**src/rtl/pulsePkg.sv**
```systemverilog
package pulsePkg;

    // ----------------------------------------
    // channel bank sizing
    // ----------------------------------------

    // number of square-wave outputs
    localparam int numChannels = 4;
    // bits needed to address one channel
    localparam int chanIdxBits = 2;

    // ----------------------------------------
    // timing
    // ----------------------------------------

    // system clocks per prescaler tick, kept small for simulation
    localparam int tickDivide = 4;
    // prescaler counter width, holds 0 .. tickDivide-1
    localparam int tickCntBits = (tickDivide > 2) ? $clog2(tickDivide) : 1;
    // half period in ticks, also the channel counter width
    localparam int periodBits = 8;

    // ----------------------------------------
    // configuration opcodes
    // ----------------------------------------
    typedef enum logic [1:0] {
        CFG_PERIOD = 2'd0,
        CFG_START  = 2'd1,
        CFG_ENABLE = 2'd2
    } cfgOp_t;

endpackage

```
**src/rtl/pulseChannel.sv**
```systemverilog
`timescale 1ns/1ps

module pulseChannel (
    input  logic                            iSysClk,
    input  logic                            reset,
    input  logic                            tick,
    input  logic [pulsePkg::periodBits-1:0] period,
    input  logic                            startLevel,
    input  logic                            enable,
    input  logic                            restart,
    output logic                            pulse
);

    import pulsePkg::*;

    // ----------------------------------------
    // count qualifiers
    // ----------------------------------------

    // ticks seen since the last toggle or restart
    logic [periodBits-1:0] tickCount;
    // channel is allowed to count
    logic                  runOk;
    // this tick is the one that reaches period
    logic                  hitPeriod;

    // zero period means frozen, same as enable low
    assign runOk = enable && (period != '0);

    // count is one short of period on the last tick
    assign hitPeriod = tick && runOk && (tickCount == (period - 1'b1));

    // ----------------------------------------
    // tick counter
    // ----------------------------------------
    always_ff @(posedge iSysClk)
    begin
        if (reset)
        begin
            tickCount <= '0;
        end
        else if (restart)
        begin
            // restart wins over counting
            tickCount <= '0;
        end
        else if (hitPeriod)
        begin
            tickCount <= '0;
        end
        else if (tick && runOk)
        begin
            tickCount <= tickCount + 1'b1;
        end
    end

    // ----------------------------------------
    // square-wave output
    // ----------------------------------------
    always_ff @(posedge iSysClk)
    begin
        if (reset)
        begin
            pulse <= 1'b0;
        end
        else if (restart)
        begin
            // reload the programmed start level
            pulse <= startLevel;
        end
        else if (hitPeriod)
        begin
            pulse <= ~pulse;
        end
    end

endmodule

```
**src/rtl/pulseConfigRegs.sv**
```systemverilog
`timescale 1ns/1ps

module pulseConfigRegs (
    input  logic                                iSysClk,
    input  logic                                reset,
    input  logic                                cfgWrite,
    input  pulsePkg::cfgOp_t                    cfgOp,
    input  logic [pulsePkg::chanIdxBits-1:0]    cfgChannel,
    input  logic [7:0]                          cfgData,
    output logic [pulsePkg::periodBits-1:0]     period [pulsePkg::numChannels],
    output logic [pulsePkg::numChannels-1:0]    startLevel,
    output logic [pulsePkg::numChannels-1:0]    enable,
    output logic [pulsePkg::numChannels-1:0]    restart
);

    import pulsePkg::*;

    // ----------------------------------------
    // per-channel settings
    // ----------------------------------------

    // period, start level and enable per channel
    // only the addressed channel changes on a write
    always_ff @(posedge iSysClk)
    begin
        if (reset)
        begin
            for (int ch = 0; ch < numChannels; ch++)
            begin
                period[ch] <= '0;
            end
            startLevel <= '0;
            // channels run by default, idle only because period is 0
            enable     <= '1;
        end
        else if (cfgWrite)
        begin
            case (cfgOp)
                CFG_PERIOD:
                begin
                    period[cfgChannel] <= periodBits'(cfgData);
                end
                CFG_START:
                begin
                    startLevel[cfgChannel] <= cfgData[0];
                end
                CFG_ENABLE:
                begin
                    enable[cfgChannel] <= cfgData[0];
                end
                default:
                begin
                    // unused opcode, ignored
                end
            endcase
        end
    end

    // ----------------------------------------
    // restart strobes
    // ----------------------------------------

    // one-cycle pulse to the addressed channel
    // period or start level write restarts the wave
    always_ff @(posedge iSysClk)
    begin
        if (reset)
        begin
            restart <= '0;
        end
        else
        begin
            // every bit drops back after one cycle
            restart <= '0;
            if (cfgWrite && ((cfgOp == CFG_PERIOD) || (cfgOp == CFG_START)))
            begin
                restart[cfgChannel] <= 1'b1;
            end
        end
    end

endmodule

```
**src/rtl/pulseTimerTop.sv**
```systemverilog
`timescale 1ns/1ps

module pulseTimerTop (
    input  logic                                iSysClk,
    input  logic                                reset,
    input  logic                                cfgWrite,
    input  pulsePkg::cfgOp_t                    cfgOp,
    input  logic [pulsePkg::chanIdxBits-1:0]    cfgChannel,
    input  logic [7:0]                          cfgData,
    output logic [pulsePkg::numChannels-1:0]    pulses
);

    import pulsePkg::*;

    // ----------------------------------------
    // internal wiring
    // ----------------------------------------

    // shared clock enable for all channels
    logic                   tick;
    // settings from the config block
    logic [periodBits-1:0]  period [numChannels];
    logic [numChannels-1:0] startLevel;
    logic [numChannels-1:0] enable;
    logic [numChannels-1:0] restart;

    // ----------------------------------------
    // prescaler
    // ----------------------------------------
    tickPrescaler tickPrescaler_i (
        .iSysClk (iSysClk),
        .reset   (reset),
        .tick    (tick)
    );

    // ----------------------------------------
    // configuration registers
    // ----------------------------------------
    pulseConfigRegs pulseConfigRegs_i (
        .iSysClk    (iSysClk),
        .reset      (reset),
        .cfgWrite   (cfgWrite),
        .cfgOp      (cfgOp),
        .cfgChannel (cfgChannel),
        .cfgData    (cfgData),
        .period     (period),
        .startLevel (startLevel),
        .enable     (enable),
        .restart    (restart)
    );

    // ----------------------------------------
    // pulse channels
    // ----------------------------------------

    // one generator per output bit
    for (genvar ch = 0; ch < numChannels; ch++)
    begin : genChannel
        pulseChannel pulseChannel_i (
            .iSysClk    (iSysClk),
            .reset      (reset),
            .tick       (tick),
            .period     (period[ch]),
            .startLevel (startLevel[ch]),
            .enable     (enable[ch]),
            .restart    (restart[ch]),
            .pulse      (pulses[ch])
        );
    end

endmodule

```
**src/rtl/tickPrescaler.sv**
```systemverilog
`timescale 1ns/1ps

module tickPrescaler (
    input  logic iSysClk,
    input  logic reset,
    output logic tick
);

    import pulsePkg::*;

    // ----------------------------------------
    // free-running divider
    // ----------------------------------------

    // counts 0 .. tickDivide-1 then wraps
    logic [tickCntBits-1:0] divCount;
    logic                   divWrap;

    // last count of the divide cycle
    assign divWrap = (divCount == tickCntBits'(tickDivide - 1));

    always_ff @(posedge iSysClk)
    begin
        if (reset)
        begin
            divCount <= '0;
        end
        else if (divWrap)
        begin
            divCount <= '0;
        end
        else
        begin
            divCount <= divCount + 1'b1;
        end
    end

    // ----------------------------------------
    // tick output
    // ----------------------------------------

    // registered so the first tick lands tickDivide edges after reset
    always_ff @(posedge iSysClk)
    begin
        if (reset)
        begin
            tick <= 1'b0;
        end
        else
        begin
            tick <= divWrap;
        end
    end

endmodule

```
**config.mk**
```make
export PLATFORM = sky130hd
export DESIGN_NAME = pulseTimerTop
export DESIGN_NICKNAME = d
export VERILOG_FILES = /design/src/rtl/pulsePkg.sv /design/src/rtl/pulseChannel.sv /design/src/rtl/pulseConfigRegs.sv /design/src/rtl/pulseTimerTop.sv /design/src/rtl/tickPrescaler.sv
export SDC_FILE = /design/constraint.sdc
export NUM_CORES = 1
export LEC_CHECK = 0
export BUFFER_PORTS_ARGS = -buffer_cell sky130_fd_sc_hd__buf_4
export CORE_AREA = 2 2 88 90
export DETAILED_ROUTE_END_ITERATION = 16
export DIE_AREA = 0 0 90 92
export PLACE_DENSITY_LB_ADDON = 0.3
export SYNTH_ARGS = -nofsm -noshare
export SYNTH_HDL_FRONTEND = slang
export SYNTH_SLANG_ARGS = --single-unit
```
**constraint.sdc**
```tcl
create_clock -name iSysClk -period 4.2 [get_ports iSysClk]
set_clock_uncertainty 0.1 [all_clocks]
set_input_delay 0.84 -clock iSysClk [delete_from_list [all_inputs] [get_ports iSysClk]]
set_output_delay 0.84 -clock iSysClk [all_outputs]
set_load 0.01 [all_outputs]
```
==> results_dict.tcl <==
set metrics [dict create \
    dr_total_vias 3341 \
    worstMarginPinSlew_ns 0.869 \
    finalNonFillerCells 605 \
    io_buffers 18 \
    crit_arrival_ns 2.65 \
    maxSlewViolCount 0 \
    final_common_cell "nor2_1" \
    mostFrequentLayoutCells "nor2_1 (89), dfxtp_1 (83), mux2i_1 (39)" \
    setup_tns_ns 0 \
    setup_violations 0 \
    initial_utilization_pct 57.5 \
    synth.cell_area_um2 4280 \
    io_pins 19 \
    cts_made_buffers 9 \
    route.detailed.wl_per_inst_um 14.3 \
    cts_resized 0 \
    finalCritPeriodShare_pct 59.8 \
    synth-edff-count 0 \
    drtPass1Iterations 4 \
    cts_tree "done" \
    die_h_um 92 \
    fin_crit_ns 2.51 \
    vdd_drop_max_v 0.000196 \
    antennaDiodeCount 0 \
    synth_top_area_share_pct 38.8 \
    synth.net_count 514 \
    drtAntennaViolNets 0 \
    drv_cap 0 \
    synth.yosys.seq_area_share_pct 38.8 \
    timing.reg2reg.setup_slack_ns 1.69 \
    crit_type "reg2reg" \
    cts_hold_buf 0 \
    crit_fanout 8 \
    drt_first_iter_violations 135 \
    htreeDepth 3 \
    rsz0062_at_grt "false" \
    ys_seq_elements 83 \
    synth_warnings 0 \
    crit_chain "inv_1 > ha_1 > o21ba_2 > a221oi_1 > o22ai_1 > nor4_1 > or3_1 > nor2_1" \
    finalHoldViolCount 0 \
    outcome "complete, no violations" \
    critPathLaunchType "flop" \
    crit_family "simple AND/OR/NAND/NOR gates" \
    nets 522 \
    slew_headroom_pct 41.9 \
    worstSkewPairLatency_ns 0.36 \
    hp-class "reg2reg" \
    critPathCaptureType "flop" \
    final_util_pct 62.5 \
    avgSynthCellArea_um2 8.74 \
    grt_usage_pct 22.0 \
    yosys.area.top_type "dfxtp_1" \
    hpwlAfterDp_um 6270 \
    cp_num_buf_inv 1 \
    required_ns 4.34 \
    synthCells 490 \
    leakage_nw 1.97 \
    place_inst 589 \
    grt_max_degree 55 \
    grt_pass1_vias 3277 \
    drc 0 \
    drive_above_1_share_pct 8.95 \
    core_um2 7450 \
    grt_antenna_before_repair 0 \
    areaGrowthSynthToFinish_pct 8.77 \
    fp.dieW_um 90 \
    max_clock_freq_ghz 0.398 \
    grt_pass1_wl_um 14900 \
    ys.flop_type "dfxtp_1" \
    routabilityCongestion 0.827 \
    rows 32 \
    synthArstFlopShare_pct 0 \
    synth.area.top_cells "dfxtp_1 (39%), mux2i_1 (9.1%), nor2_1 (7.8%)" \
    ys_types 55 \
    cts.clk_slew.worst_paths_ns 0.09 \
    slowest_delay_ns 0.46 \
    root_buffer "clkbuf_8" \
    post_cts_buffers 0 \
    whs_ns 0.342 \
    cts_sinks 83 \
    viasPerCell 5.52 \
    p_per_area_nw_per_um2 324 \
    die-area_um2 8280 \
    cts_max_path_buffers 2 \
    slowest_stage "dfxtp_1" \
    finalWirelength_um 8640 \
    grt-ovfl-total 0 \
]
cells in the mapped netlist (3+ instances only):
| cell type | instances |
|---|---|
| xnor2_1 | 29 |
| nand2b_1 | 8 |
| inv_1 | 13 |
| a31oi_1 | 3 |
| xor2_1 | 33 |
| and3b_1 | 3 |
| a21oi_1 | 7 |
| dfxtp_1 | 83 |
| o21ai_0 | 7 |
| nand2_1 | 26 |
| buf_4 | 4 |
| or2_2 | 3 |
| clkbuf_1 | 15 |
| nand3_1 | 5 |
| o211ai_1 | 4 |
| nor2_1 | 89 |
| nor2b_1 | 16 |
| nand4_1 | 13 |
| nor3_1 | 14 |
| mux2i_1 | 39 |
| nand3b_1 | 4 |
| a211o_1 | 3 |
| and3_1 | 12 |
| ha_1 | 9 |
| or3_1 | 8 |
report_power, final:
part	total (mW)	switching (mW)	leakage (nW)	internal, mW
logic	0.0972	0.0551	1.20	0.0421
clock network	0.605	0.320	0.0988	0.285
registers	0.806	0.00941	0.670	0.797
total	1.51	0.384	1.97	1.12
final cells by class:
type	count	area, um2
Timing Repair Buffer	18	135
Fill cell	674	2790
Multi-Input combinational cell	373	2480
Inverter	13	48.8
Tap cell	102	128
Sequential cell	83	1660
Clock inverter	7	82.6
Clock buffer	9	124
registers in the layout (all words and copies together) (netlist names):
register,cells
pulseConfigRegs_i.restart,4
pulseConfigRegs_i.startLevel,4
pulseConfigRegs_i.period,32
tickPrescaler_i.tick,1
genChannel.pulseChannel_i.pulse,4
tickPrescaler_i.divCount,2
genChannel.pulseChannel_i.tickCount,32
pulseConfigRegs_i.enable,4
per-stage QoR:
stage | setup WS [ns] | power (mW) | area, um2
6_report | 1.69 | 1.51 | 4660
5_1_grt | 1.47 | 1.56 | 4660
4_1_cts | 1.68 | 1.52 | 4660
3_5_place_dp | 1.41 | 0.921 | 4450
3_3_place_gp | 1.46 | 0.917 | 4450
2_1_floorplan | 1.92 | 0.889 | 4280
path summary, 6_finish.rpt:
path | startpoint | end | depth (start not counted)
worst min-delay path | tickPrescaler_i.divCount[0] | tickPrescaler_i.divCount[0] | 1
worst max register to register | pulseConfigRegs_i.period[0] | genChannel[3].pulseChannel_i.tickCount[6] | 8
worst max-delay path | pulseConfigRegs_i.period[0] | genChannel[3].pulseChannel_i.tickCount[6] | 8
worst min register to register | tickPrescaler_i.divCount[0] | tickPrescaler_i.divCount[0] | 1
kinds of logic after synthesis:
family / Yosys count / synth area share, %
AND/OR/NAND/NOR: 213 / 24.6
flip-flops: 83 / 38.8
XOR/XNOR: 62 / 12.7
AO/OA/AOI/OAI: 50 / 8.77
multiplexers: 39 / 9.12
buffers and inverters: 34 / 3.33
adder cells (fa/ha/maj): 9 / 2.63
layer usage:
metal	share of wire [%]	global-route usage, %
met1	47	27.7
met2	48	37.5
met3	3.3	4.60
met4	1.3	7.82
met5	0	0
Power figures use the tool's default switching activity.
